### config.mk
export PLATFORM = sky130hd
export DESIGN_NAME = link_ctrl_top
export DESIGN_NICKNAME = d
export VERILOG_FILES = /design/src/design/lc_timing_pkg.sv /design/src/design/lc_link_pkg.sv /design/src/design/scan_window_gen.sv /design/src/design/access_code_correlator.sv /design/src/design/scan_state_ctrl.sv /design/src/design/link_ctrl_top.sv
export SDC_FILE = /design/constraint.sdc
export NUM_CORES = 1
export LEC_CHECK = 0
export ABC_AREA = 0
export ABC_CLOCK_PERIOD_IN_PS = 51100
export BUFFER_PORTS_ARGS = -buffer_cell sky130_fd_sc_hd__buf_4
export CAP_MARGIN = 20
export CELL_PAD_IN_SITES_DETAIL_PLACEMENT = 1
export CELL_PAD_IN_SITES_GLOBAL_PLACEMENT = 2
export CORE_MARGIN = 1.5
export CORE_UTILIZATION = 36
export DETAILED_ROUTE_END_ITERATION = 10
export GPL_ROUTABILITY_DRIVEN = 1
export PLACE_DENSITY_LB_ADDON = 0.1
export REMOVE_ABC_BUFFERS = 1
export SYNTH_ARGS = -nofsm -noshare
export SYNTH_HDL_FRONTEND = slang
export SYNTH_SLANG_ARGS = --single-unit
### constraint.sdc
create_clock -name clk_6M -period 51.1 [get_ports clk_6M]
set_input_delay 10.22 -clock clk_6M [delete_from_list [all_inputs] [get_ports clk_6M]]
set_output_delay 10.22 -clock clk_6M [all_outputs]
set_load 0.005 [all_outputs]
### src/design/lc_timing_pkg.sv
//////////////////////////////////////////////////////////////////////
// slot and microsecond timing widths for the link controller scan path
// defaults here feed the top-level parameters
//////////////////////////////////////////////////////////////////////

package lc_timing_pkg;

  //////////////////////////////////////////////////////////////////////
  // counter widths
  //////////////////////////////////////////////////////////////////////

  // 625 us slots, scan interval / window / response timeout
  typedef logic [15:0] slot_cnt_t;

  // microsecond strobes within one slot, 625 fits in 11 bits
  typedef logic [10:0] us_cnt_t;

  typedef logic [9:0] rand_t;  // inquiry back-off limit in us

  //////////////////////////////////////////////////////////////////////
  // default timing
  //////////////////////////////////////////////////////////////////////

  // one slot is 625 us
  parameter int unsigned DEF_SLOT_US = 625;

  // slots to wait for the master FHS in page response
  parameter int unsigned DEF_RESP_TO_SLOTS = 8;

endpackage

### src/design/lc_link_pkg.sv
//////////////////////////////////////////////////////////////////////
// link-level types: access code, correlator count, FHS count and the
// scan controller state encoding
//////////////////////////////////////////////////////////////////////

package lc_link_pkg;

  //////////////////////////////////////////////////////////////////////
  // access code and counters
  //////////////////////////////////////////////////////////////////////

  typedef logic [63:0] sync_word_t;  // 64-bit sync word

  // agreeing bits, 0..64 needs 7 bits
  typedef logic [6:0] match_cnt_t;

  typedef logic [4:0] fhs_cnt_t;  // sent FHS responses, wraps at 32

  //////////////////////////////////////////////////////////////////////
  // scan controller states
  //////////////////////////////////////////////////////////////////////

  typedef enum logic [4:0] {
    standby    = 5'd0,
    page_scan  = 5'd1,
    spr_txid   = 5'd2,   // slave response, ID out
    spr_rxfhs  = 5'd3,   // waiting on master FHS
    spr_ackfhs = 5'd4,   // ID out to ack the FHS
    inq_scan   = 5'd5,
    inq_txfhs  = 5'd6,
    inq_rand   = 5'd7,   // random back-off after FHS
    conn       = 5'd8
  } lc_state_e;

endpackage

### src/design/scan_window_gen.sv
//////////////////////////////////////////////////////////////////////
// periodic scan window, one instance per scan type
// counts slots within the interval, window high for the first
// window_len slots of each interval while enabled
//////////////////////////////////////////////////////////////////////

module scan_window_gen (
  input  logic                    clk_6M,
  input  logic                    rstz,
  input  logic                    tslot_p,
  input  logic                    scan_enable,
  input  lc_timing_pkg::slot_cnt_t interval,
  input  lc_timing_pkg::slot_cnt_t window_len,
  output logic                    scan_window
);

  import lc_timing_pkg::*;

  slot_cnt_t slot_cnt;
  slot_cnt_t slot_cnt_nxt;
  logic      last_slot;

  // interval of 0 treated like 1
  assign last_slot = (interval == '0) || (slot_cnt >= interval - 16'd1);

  always_comb
  begin
    if (!scan_enable)
      slot_cnt_nxt = '0;
    else if (tslot_p)
      slot_cnt_nxt = last_slot ? '0 : slot_cnt + 16'd1;
    else
      slot_cnt_nxt = slot_cnt;
  end

  // window registered from the next count so it moves with the count
  always_ff @(posedge clk_6M or negedge rstz)
  begin
    if (!rstz)
    begin
      slot_cnt    <= '0;
      scan_window <= 1'b0;
    end
    else
    begin
      slot_cnt    <= slot_cnt_nxt;
      scan_window <= scan_enable && (slot_cnt_nxt < window_len);
    end
  end

endmodule

### src/design/access_code_correlator.sv
//////////////////////////////////////////////////////////////////////
// sync word correlator: counts agreeing bits against the reference at
// each us strobe, flags a hit, then times one slot to the response
//////////////////////////////////////////////////////////////////////

module access_code_correlator #(
  parameter int unsigned SLOT_US = lc_timing_pkg::DEF_SLOT_US
) (
  input  logic                     clk_6M,
  input  logic                     rstz,
  input  logic                     p_1us,
  input  logic                     corr_window,
  input  lc_link_pkg::sync_word_t  sync_in,
  input  lc_link_pkg::sync_word_t  ref_sync,
  input  lc_link_pkg::match_cnt_t  threshold,
  output logic                     corre_hit,
  output logic                     corr_slot_endp
);

  import lc_timing_pkg::*;
  import lc_link_pkg::*;

  match_cnt_t agree;
  logic       sample;
  logic       hit_now;
  logic       dly_busy;
  logic       dly_last;
  us_cnt_t    dly_cnt;

  //////////////////////////////////////////////////////////////////////
  // bit agreement
  //////////////////////////////////////////////////////////////////////

  always_comb
  begin
    agree = '0;
    for (int i = 0; i < $bits(sync_in); i++)
    begin
      if (sync_in[i] == ref_sync[i])
        agree = agree + 7'd1;
    end
  end

  // no new compare while a response delay runs
  assign sample  = p_1us && corr_window && !dly_busy;
  assign hit_now = sample && (agree >= threshold);

  always_ff @(posedge clk_6M or negedge rstz)
  begin
    if (!rstz)
      corre_hit <= 1'b0;
    else
      corre_hit <= hit_now;
  end

  //////////////////////////////////////////////////////////////////////
  // one-slot delay after the hit
  //////////////////////////////////////////////////////////////////////

  assign dly_last = dly_busy && p_1us && (dly_cnt == us_cnt_t'(SLOT_US - 1));

  always_ff @(posedge clk_6M or negedge rstz)
  begin
    if (!rstz)
    begin
      dly_busy       <= 1'b0;
      dly_cnt        <= '0;
      corr_slot_endp <= 1'b0;
    end
    else
    begin
      corr_slot_endp <= dly_last;
      if (hit_now)
        dly_busy <= 1'b1;
      else if (dly_last)
        dly_busy <= 1'b0;

      if (!dly_busy || dly_last)
        dly_cnt <= '0;
      else if (p_1us)
        dly_cnt <= dly_cnt + 11'd1;  // strobes since the hit
    end
  end

endmodule

### src/design/scan_state_ctrl.sv
//////////////////////////////////////////////////////////////////////
// slave scan FSM: page scan / inquiry scan, their responses and the
// connection state; also owns the scan enables and correlator setup
//////////////////////////////////////////////////////////////////////

module scan_state_ctrl #(
  parameter int unsigned SLOT_US       = lc_timing_pkg::DEF_SLOT_US,
  parameter int unsigned RESP_TO_SLOTS = lc_timing_pkg::DEF_RESP_TO_SLOTS
) (
  input  logic                    clk_6M,
  input  logic                    rstz,
  input  logic                    p_1us,
  input  logic                    tslot_p,
  input  logic                    ps_window,
  input  logic                    is_window,
  input  logic                    corre_hit,
  input  logic                    corr_slot_endp,
  input  logic                    regi_ps_enable_oneshot,
  input  logic                    regi_ps_cancel_oneshot,
  input  logic                    regi_is_enable_oneshot,
  input  logic                    regi_is_cancel_oneshot,
  input  logic                    regi_inquiry_diac,
  input  lc_link_pkg::sync_word_t regi_syncword_dac,
  input  lc_link_pkg::sync_word_t regi_syncword_giac,
  input  lc_link_pkg::sync_word_t regi_syncword_diac,
  input  lc_timing_pkg::rand_t    regi_is_max_rand,
  input  logic                    regi_detach_oneshot,
  output logic                    ps_enable,
  output logic                    is_enable,
  output logic                    corr_window,
  output lc_link_pkg::sync_word_t ref_sync,
  output logic                    ps,
  output logic                    is,
  output logic                    spr,
  output logic                    ir,
  output logic                    conns,
  output logic                    tx_packet_st_p,
  output lc_link_pkg::fhs_cnt_t   counter_is_fhs
);

  import lc_timing_pkg::*;
  import lc_link_pkg::*;

  lc_state_e cs;
  lc_state_e ns;
  us_cnt_t   us_cnt;    // us strobes since state entry
  slot_cnt_t to_cnt;    // slots spent waiting for FHS
  logic      txfhs_done;
  logic      txid_done;
  logic      rand_done;
  logic      resp_to;
  logic      enter_conn;
  logic      scan_resp;

  assign txfhs_done = (cs == inq_txfhs) && p_1us && (us_cnt == us_cnt_t'(SLOT_US - 1));
  assign txid_done  = (cs == spr_txid) && p_1us && (us_cnt == us_cnt_t'(SLOT_US / 2 - 1));
  assign rand_done  = (cs == inq_rand) && p_1us && (us_cnt == {1'b0, regi_is_max_rand});
  assign resp_to    = (cs == spr_rxfhs) && tslot_p
                      && (to_cnt == slot_cnt_t'(RESP_TO_SLOTS - 1));
  assign enter_conn = (cs == spr_ackfhs) && tslot_p;
  assign scan_resp  = ((cs == page_scan) || (cs == inq_scan)) && corr_slot_endp;

  //////////////////////////////////////////////////////////////////////
  // scan enables
  //////////////////////////////////////////////////////////////////////

  always_ff @(posedge clk_6M or negedge rstz)
  begin
    if (!rstz)
    begin
      ps_enable <= 1'b0;
      is_enable <= 1'b0;
    end
    else
    begin
      if (regi_ps_enable_oneshot)
        ps_enable <= 1'b1;
      else if (regi_ps_cancel_oneshot || enter_conn)  // page scan stops once connected
        ps_enable <= 1'b0;

      if (regi_is_enable_oneshot)
        is_enable <= 1'b1;
      else if (regi_is_cancel_oneshot)
        is_enable <= 1'b0;
    end
  end

  //////////////////////////////////////////////////////////////////////
  // state machine
  //////////////////////////////////////////////////////////////////////

  always_comb
  begin
    ns = cs;
    case (cs)
      standby:
        if (is_window)
          ns = inq_scan;   // inquiry scan wins a tie
        else if (ps_window)
          ns = page_scan;
      page_scan:
        if (corr_slot_endp)
          ns = spr_txid;
        else if (!ps_window)
          ns = standby;
      spr_txid:
        if (txid_done)
          ns = spr_rxfhs;
      spr_rxfhs:
        if (corre_hit)
          ns = spr_ackfhs;
        else if (resp_to)
          ns = standby;
      spr_ackfhs:
        if (tslot_p)
          ns = conn;
      inq_scan:
        if (corr_slot_endp)
          ns = inq_txfhs;
        else if (!is_window)
          ns = standby;
      inq_txfhs:
        if (txfhs_done)
          ns = inq_rand;
      inq_rand:
        if (rand_done)
          ns = standby;
      conn:
        if (regi_detach_oneshot)
          ns = standby;
      default:
        ns = standby;
    endcase
  end

  always_ff @(posedge clk_6M or negedge rstz)
  begin
    if (!rstz)
    begin
      cs             <= standby;
      us_cnt         <= '0;
      to_cnt         <= '0;
      tx_packet_st_p <= 1'b0;
      counter_is_fhs <= '0;
    end
    else
    begin
      cs             <= ns;
      tx_packet_st_p <= scan_resp || enter_conn;  // FHS / ID, then the ack ID

      // both counters restart on every state change
      if (ns != cs)
        us_cnt <= '0;
      else if (p_1us)
        us_cnt <= us_cnt + 11'd1;

      if (ns != cs)
        to_cnt <= '0;
      else if (tslot_p)
        to_cnt <= to_cnt + 16'd1;

      if (txfhs_done)
        counter_is_fhs <= counter_is_fhs + 5'd1;
    end
  end

  //////////////////////////////////////////////////////////////////////
  // correlator setup and status flags
  //////////////////////////////////////////////////////////////////////

  always_comb
  begin
    case (cs)
      page_scan: corr_window = ps_window;
      inq_scan:  corr_window = is_window;
      spr_rxfhs: corr_window = 1'b1;
      default:   corr_window = 1'b0;
    endcase
  end

  // DAC outside inquiry scan
  assign ref_sync = (cs == inq_scan)
                    ? (regi_inquiry_diac ? regi_syncword_diac : regi_syncword_giac)
                    : regi_syncword_dac;

  assign ps    = (cs == page_scan);
  assign is    = (cs == inq_scan);
  assign spr   = (cs == spr_txid) || (cs == spr_rxfhs) || (cs == spr_ackfhs);
  assign ir    = (cs == inq_txfhs);
  assign conns = (cs == conn);

endmodule

### src/design/link_ctrl_top.sv
//////////////////////////////////////////////////////////////////////
// slave scan link controller top: two scan window generators, the
// sync word correlator and the scan FSM
//////////////////////////////////////////////////////////////////////

module link_ctrl_top #(
  parameter int unsigned SLOT_US       = lc_timing_pkg::DEF_SLOT_US,
  parameter int unsigned RESP_TO_SLOTS = lc_timing_pkg::DEF_RESP_TO_SLOTS
) (
  input  logic                     clk_6M,
  input  logic                     rstz,
  input  logic                     p_1us,
  input  logic                     tslot_p,
  input  lc_link_pkg::sync_word_t  sync_in,
  input  logic                     regi_ps_enable_oneshot,
  input  logic                     regi_ps_cancel_oneshot,
  input  lc_timing_pkg::slot_cnt_t regi_ps_interval,
  input  lc_timing_pkg::slot_cnt_t regi_ps_window,
  input  logic                     regi_is_enable_oneshot,
  input  logic                     regi_is_cancel_oneshot,
  input  lc_timing_pkg::slot_cnt_t regi_is_interval,
  input  lc_timing_pkg::slot_cnt_t regi_is_window,
  input  lc_link_pkg::match_cnt_t  regi_correthreshold,
  input  lc_link_pkg::sync_word_t  regi_syncword_dac,
  input  lc_link_pkg::sync_word_t  regi_syncword_giac,
  input  lc_link_pkg::sync_word_t  regi_syncword_diac,
  input  logic                     regi_inquiry_diac,
  input  lc_timing_pkg::rand_t     regi_is_max_rand,
  input  logic                     regi_detach_oneshot,
  output logic                     ps,
  output logic                     is,
  output logic                     spr,
  output logic                     ir,
  output logic                     conns,
  output logic                     tx_packet_st_p,
  output lc_link_pkg::fhs_cnt_t    counter_is_fhs
);

  import lc_link_pkg::*;

  logic       ps_enable;
  logic       is_enable;
  logic       ps_window;
  logic       is_window;
  logic       corr_window;
  sync_word_t ref_sync;
  logic       corre_hit;
  logic       corr_slot_endp;

  //////////////////////////////////////////////////////////////////////
  // scan windows
  //////////////////////////////////////////////////////////////////////

  scan_window_gen ps_window_u (
    .clk_6M      (clk_6M),
    .rstz        (rstz),
    .tslot_p     (tslot_p),
    .scan_enable (ps_enable),
    .interval    (regi_ps_interval),
    .window_len  (regi_ps_window),
    .scan_window (ps_window)
  );

  scan_window_gen is_window_u (
    .clk_6M      (clk_6M),
    .rstz        (rstz),
    .tslot_p     (tslot_p),
    .scan_enable (is_enable),
    .interval    (regi_is_interval),
    .window_len  (regi_is_window),
    .scan_window (is_window)
  );

  // single correlator shared by page and inquiry paths
  access_code_correlator #(
    .SLOT_US (SLOT_US)
  ) correlator_u (
    .clk_6M         (clk_6M),
    .rstz           (rstz),
    .p_1us          (p_1us),
    .corr_window    (corr_window),
    .sync_in        (sync_in),
    .ref_sync       (ref_sync),
    .threshold      (regi_correthreshold),
    .corre_hit      (corre_hit),
    .corr_slot_endp (corr_slot_endp)
  );

  scan_state_ctrl #(
    .SLOT_US       (SLOT_US),
    .RESP_TO_SLOTS (RESP_TO_SLOTS)
  ) ctrl_u (
    .clk_6M                 (clk_6M),
    .rstz                   (rstz),
    .p_1us                  (p_1us),
    .tslot_p                (tslot_p),
    .ps_window              (ps_window),
    .is_window              (is_window),
    .corre_hit              (corre_hit),
    .corr_slot_endp         (corr_slot_endp),
    .regi_ps_enable_oneshot (regi_ps_enable_oneshot),
    .regi_ps_cancel_oneshot (regi_ps_cancel_oneshot),
    .regi_is_enable_oneshot (regi_is_enable_oneshot),
    .regi_is_cancel_oneshot (regi_is_cancel_oneshot),
    .regi_inquiry_diac      (regi_inquiry_diac),
    .regi_syncword_dac      (regi_syncword_dac),
    .regi_syncword_giac     (regi_syncword_giac),
    .regi_syncword_diac     (regi_syncword_diac),
    .regi_is_max_rand       (regi_is_max_rand),
    .regi_detach_oneshot    (regi_detach_oneshot),
    .ps_enable              (ps_enable),
    .is_enable              (is_enable),
    .corr_window            (corr_window),
    .ref_sync               (ref_sync),
    .ps                     (ps),
    .is                     (is),
    .spr                    (spr),
    .ir                     (ir),
    .conns                  (conns),
    .tx_packet_st_p         (tx_packet_st_p),
    .counter_is_fhs         (counter_is_fhs)
  );

endmodule

# Word level (Yosys, flattened, before mapping)
# Cells that the tools add are included.
# op_classes
addsub,71
n_lt_le_gt_ge,5
n_eq_ne,78
mux,99
reduce_logical,35
# ops
op,count
7-bit 2-to-1 mux,63
"7-bit by 1-bit adder with 7-bit output, second input constant",62
16-bit 2-to-1 mux,8
64-bit 2-to-1 mux,2
5-bit 2-to-1 mux,13
1-bit == test,64
"16-bit by 1-bit adder with 16-bit output, second input constant",3
5-bit one-hot mux with 9 select lines,1
11-bit 2-to-1 mux,4
16-bit greater-or-equal comparator,2
16-bit logical NOT,2
16-bit < comparator,2
"16-bit by 1-bit subtractor with 16-bit output, second input constant",2
"11-bit by 1-bit adder with 11-bit output, second input constant",2
"11-bit by 10-bit == test with 1-bit output, second input constant",2
"5-bit by 3-bit == test with 1-bit output, second input constant",4
1-bit logical AND,17
"16-bit by 3-bit == test with 1-bit output, second input constant",1
2-bit nonzero test,6
11-bit by 10-bit == test with 1-bit output,1
"11-bit by 9-bit == test with 1-bit output, second input constant",1
"5-bit by 2-bit == test with 1-bit output, second input constant",2
1-bit logical OR,8
7-bit greater-or-equal comparator,1
9 further kinds,15
# totals
reg_bits,88
inputBits,347
out_inout_bits,11

# Depth between registers and ports, before layout
# depth
depth_word,133
ltp_mapped,200
mapped_depth_nobuf,195

# Modules after synthesis
# From an unflattened synthesis, not the netlist that was laid out.
# unflattened
cells_unflattened,2578
area_unflattened_um2,19967.9
# modules_own_cells
mod,n_inst,cells_each,area_each_um2,seq_area_each_um2
access_code_correlator,1,1689,12682.2,350.3
scan_state_ctrl,1,464,3607.2,1001.0
scan_window_gen at ps_window_u,1,214,1856.8,425.4
scan_window_gen at is_window_u,1,211,1821.7,425.4

# Worst setup path before layout
# Ideal clock, no wire load.
# synth_timing
kind,input to register
start,in regi_inquiry_diac
end,reg correlator_u.dly_busy
setup_time_ps,121
t_arrival_ps,42202
t_required_ps,50979
slack_ps,8777
cell_stages,196
path_cell_list,buf_2 buf_4 mux2i_1 or4_1 and3_1 buf_6 inv_4 ha_1 clkbuf_1 nor2b_1 o2111a_1 nor4_1 ha_1 nor2_1 nor2_1 ha_1 mux2_2 ha_1 (+160 left out) mux2_2 ha_1 mux2_2 ha_1 mux2_2 ha_1 nand2_1 nand2_1 ha_1 a21o_1 a21o_1 a21oi_1 nor2b_1 o21ai_0 nand2b_1 a21oi_1 nor4b_1 nand2b_1
# synth_via
elab_chain_len,133
# synth_lines
element,line,source
"start, declared",link_ctrl_top.sv:27,"input logic regi_inquiry_diac,"
64-bit 2-to-1 mux (*) (2 in a row),scan_state_ctrl.sv:183,? (regi_inquiry_diac ? regi_syncword_diac : regi_syncword_giac)
1-bit == test,access_code_correlator.sv:39,if (sync_in[i] == ref_sync[i])
1-bit 2-to-1 mux,access_code_correlator.sv:39,
1-bit by 1-bit adder with 2-bit output,access_code_correlator.sv:40,agree = agree + 7'd1;
7-bit 2-to-1 mux,access_code_correlator.sv:39,
7-bit by 1-bit adder with 7-bit output,access_code_correlator.sv:40,
7-bit 2-to-1 mux,access_code_correlator.sv:39,
7-bit by 1-bit adder with 7-bit output,access_code_correlator.sv:40,
(+117 left out),-,
7-bit by 1-bit adder with 7-bit output,access_code_correlator.sv:40,
7-bit 2-to-1 mux,access_code_correlator.sv:39,
7-bit by 1-bit adder with 7-bit output,access_code_correlator.sv:40,
7-bit 2-to-1 mux (*),access_code_correlator.sv:39,
7-bit greater-or-equal comparator (*),access_code_correlator.sv:46,assign hit_now = sample && (agree >= threshold);
1-bit logical AND (*),access_code_correlator.sv:46,
net correlator_u.hit_now,access_code_correlator.sv:25,logic hit_now;
1-bit 2-to-1 mux or 2-bit nonzero test (tied branches),-,
"end signal, assigned",access_code_correlator.sv:66,dly_busy <= 1'b0;
"end signal, assigned",access_code_correlator.sv:74,dly_busy <= 1'b1;
"end signal, assigned",access_code_correlator.sv:76,dly_busy <= 1'b0;
"end, declared",access_code_correlator.sv:26,logic dly_busy;
# The timed path passes the listed nets; every way through them passes the cells marked *.
# A chain may end at the register's enable or synchronous reset.

# Worst setup path in the final report
# Same ends and word-level chain as after synthesis.

==> results.sh <==
export IMPL_clkTransAtPathRegs_ns=0.07
export IMPL_hpwl_um=53300
export IMPL_max_cap_viol_count=0
export IMPL_coreArea_sq_um=55420
export IMPL_worstPathRequired_ns=51.32
export IMPL_slowest_stage="nor4_1"
export IMPL_synthesis_area_sq_um=20270
export IMPL_reg2reg_depth=193
export IMPL_min_path_type="register to register"
export IMPL_yosys_top_cells_area="xnor2_1 14%, dfrtp_1 11%, ha_1 8.7%"
export IMPL_rows=86
export IMPL_drt_wl_total_um=63530
export IMPL_r2r_slack_ns=13.56
export IMPL_crit_fanout=39
export IMPL_synth_distinct_cells=109
export IMPL_max_freq_mhz=21.34
export IMPL_criticalPathCategory="input port to register"
export IMPL_synth_most_common_cell="xnor2_1"
export IMPL_antenna_found_initial=5
export IMPL_start_kind="input port"
export IMPL_holdWs_ns=0.4887
export IMPL_synth_edf_count=0
export IMPL_boundaryPins=358
export IMPL_path_buf_inv=10
export IMPL_ys_warn_count=0
export IMPL_cts_buffer_depth=2
export IMPL_ys_seq_elements=88
export IMPL_rsz0062_at_grt="false"
export IMPL_cts_resized_gates=0
export IMPL_fin_util_pct=43.37
export IMPL_overflow=0
export IMPL_cp_end_kind="register"
export IMPL_die_area_sq_um=57730
export IMPL_grt_max_degree=55
export IMPL_cts_hold_buf=0
export IMPL_whs_path_depth=1
export IMPL_reg2reg_from="ctrl_u.cs[1]$_DFF_PN0_"
export IMPL_path_common_cell="ha_1"
export IMPL_synth_top_cell_area_share_pct=13.91
export IMPL_synthTopCellsByCount="322 x xnor2_1, 269 x nand2_1, 262 x nor2_1"
export IMPL_maxSlewViolCount=0
export IMPL_post_route_period_util_pct=91.71
export IMPL_drt_pass1_iter_count=5
export IMPL_fin_ws_ns=4.238
export IMPL_maxSlewHeadroom_pct=25.08
export IMPL_place_congestion=0.8879
export IMPL_avgViaCountPerCell=5.373
export IMPL_drive_above_1_share_pct=16.29
export IMPL_fin_nets=3472
export IMPL_syn_instance_count=2671
export IMPL_hp_start="ctrl_u.counter_is_fhs[4]$_DFFE_PN0P_"
export IMPL_vias=20100
export IMPL_drt_iter0_markers=743
export IMPL_clock_skew_ns=0.008891
export IMPL_groute_usage_overall_pct=21.82
export IMPL_min_period_ns=46.86
export IMPL_seq_area_frac_synth_pct=10.86
export IMPL_synth_flop_cell="dfrtp_1"
export IMPL_cts_sinks=88
export IMPL_worst_slew_pin_slew_ns=1.115
export IMPL_cp_top_family="compound AO/OA/AOI/OAI gates"
export IMPL_io_buffers=357
export IMPL_whs_endpoint="ctrl_u.counter_is_fhs[4]$_DFFE_PN0P_"
export IMPL_die_h_um=240.3
export IMPL_post_drt_wl_per_cell_um=16.99
export IMPL_crit_arrival_ns=47.08
export IMPL_clk_latency_ns=0.35
export IMPL_status="complete, no violations"
export IMPL_setup_tns_ns=0
export IMPL_grt_pass1_vias=21210
export IMPL_post_synth_cell_area_avg_sq_um=7.588
export IMPL_slowest_delay_ns=0.58
export IMPL_cts_made_buffers=9
export IMPL_ant_nets=0
export IMPL_die_w_um=240.3
export IMPL_cts_tree="yes"
export IMPL_r2r_end="correlator_u.dly_busy$_DFFE_PN0P_"
export IMPL_yosysTopAreaCell="xnor2_1"
export IMPL_cts_root_buf="clkbuf_16"
export IMPL_async_reset_ff_share_pct=100.0
export IMPL_synthToLayoutAreaGrowth_pct=18.57
export IMPL_grt_first_pass_wirelength_um=105400
export IMPL_fillers=6839
export IMPL_cts_setup_buffers=0
export IMPL_setup_viol=0
export IMPL_cts_max_level=3
export IMPL_start_util_pct=36.57
export IMPL_place_ws_ns=3.928
export IMPL_hold_violations=0
export IMPL_drc_errors=0
-- registers in the layout (all words and copies together) (netlist names) --
| register | count |
|---|---|
| is_window_u.scan_window | 1 |
| ctrl_u.to_cnt | 16 |
| ctrl_u.us_cnt | 11 |
| ps_window_u.slot_cnt | 16 |
| correlator_u.corre_hit | 1 |
| ctrl_u.cs | 5 |
| correlator_u.corr_slot_endp | 1 |
| ctrl_u.is_enable | 1 |
| correlator_u.dly_busy | 1 |
| ctrl_u.tx_packet_st_p | 1 |
| ps_window_u.scan_window | 1 |
| is_window_u.slot_cnt | 16 |
| correlator_u.dly_cnt | 11 |
| ctrl_u.counter_is_fhs | 5 |
| ctrl_u.ps_enable | 1 |
-- layout make-up --
cell class	count	area (sq um)	share of cell area, %
Multi-Input combinational cell	2382	17280	71.91
Timing Repair Buffer	370	2778	11.56
Sequential cell	88	2202	9.163
Tap cell	748	935.9	3.894
Inverter	133	501.7	2.088
Clock buffer	9	225.2	0.9372
Clock inverter	7	100.1	0.4165
Antenna cell	3	7.507	0.03124
-- per-layer routing --
metal  wire [um]  vias up  share of wire (%)  track usage [%]
met2       31330      261                 49            39.66
met3        1742       45                2.7            1.917
met4         816        4                1.3            4.002
met1       29610     9692                 47            28.06
li1            -    10090                  -                -
met5          27        -              0.042                0
-- cell families after synthesis --
family          count (synthesis)  synth area share [%]
compound gates                505                 16.55
xor+xnor                      576                 28.66
fa+ha+maj                     142                 8.754
buf+inv                       201                 3.951
flops                          88                 10.86
mux                           103                 5.192
other cells                     1               0.01850
simple gates                 1055                 26.01
-- how the worst max path moves through the flow --
stage                     slack, ns         startpoint  cells past startpoint                                end
final                          4.24  regi_inquiry_diac                    193  correlator_u.dly_busy$_DFFE_PN0P_
after global routing           0.71  regi_inquiry_diac                    193  correlator_u.dly_busy$_DFFE_PN0P_
after CTS                      4.17  regi_inquiry_diac                    193  correlator_u.dly_busy$_DFFE_PN0P_
after detailed placement       3.93  regi_inquiry_diac                    193  correlator_u.dly_busy$_DFFE_PN0P_
after global placement         5.55  regi_inquiry_diac                    193  correlator_u.dly_busy$_DFFE_PN0P_
after floorplan                9.11         sync_in[0]                    191  correlator_u.dly_busy$_DFFE_PN0P_
-- placed cells by master, fill, tap and decap left out, types with 88 or more instances in the layout --
cell type,n
ha_1,141
xnor2_1,322
nor2_1,262
mux2i_1,88
inv_1,127
dfrtp_1,88
xor2_1,191
a21oi_1,142
buf_4,370
o21ai_0,94
nand2_1,268
-- per-stage QoR --
step | cells | instance area (sq um)
2_1_floorplan | 2603 | 19970
3_3_place_gp | 3721 | 23700
3_5_place_dp | 3721 | 23700
4_1_cts | 3737 | 24020
5_1_grt | 3738 | 24030
6_report | 3740 | 24030
Power is not shown: default switching activity piles up to over one toggle a cycle in this logic, so the estimate is an artifact.
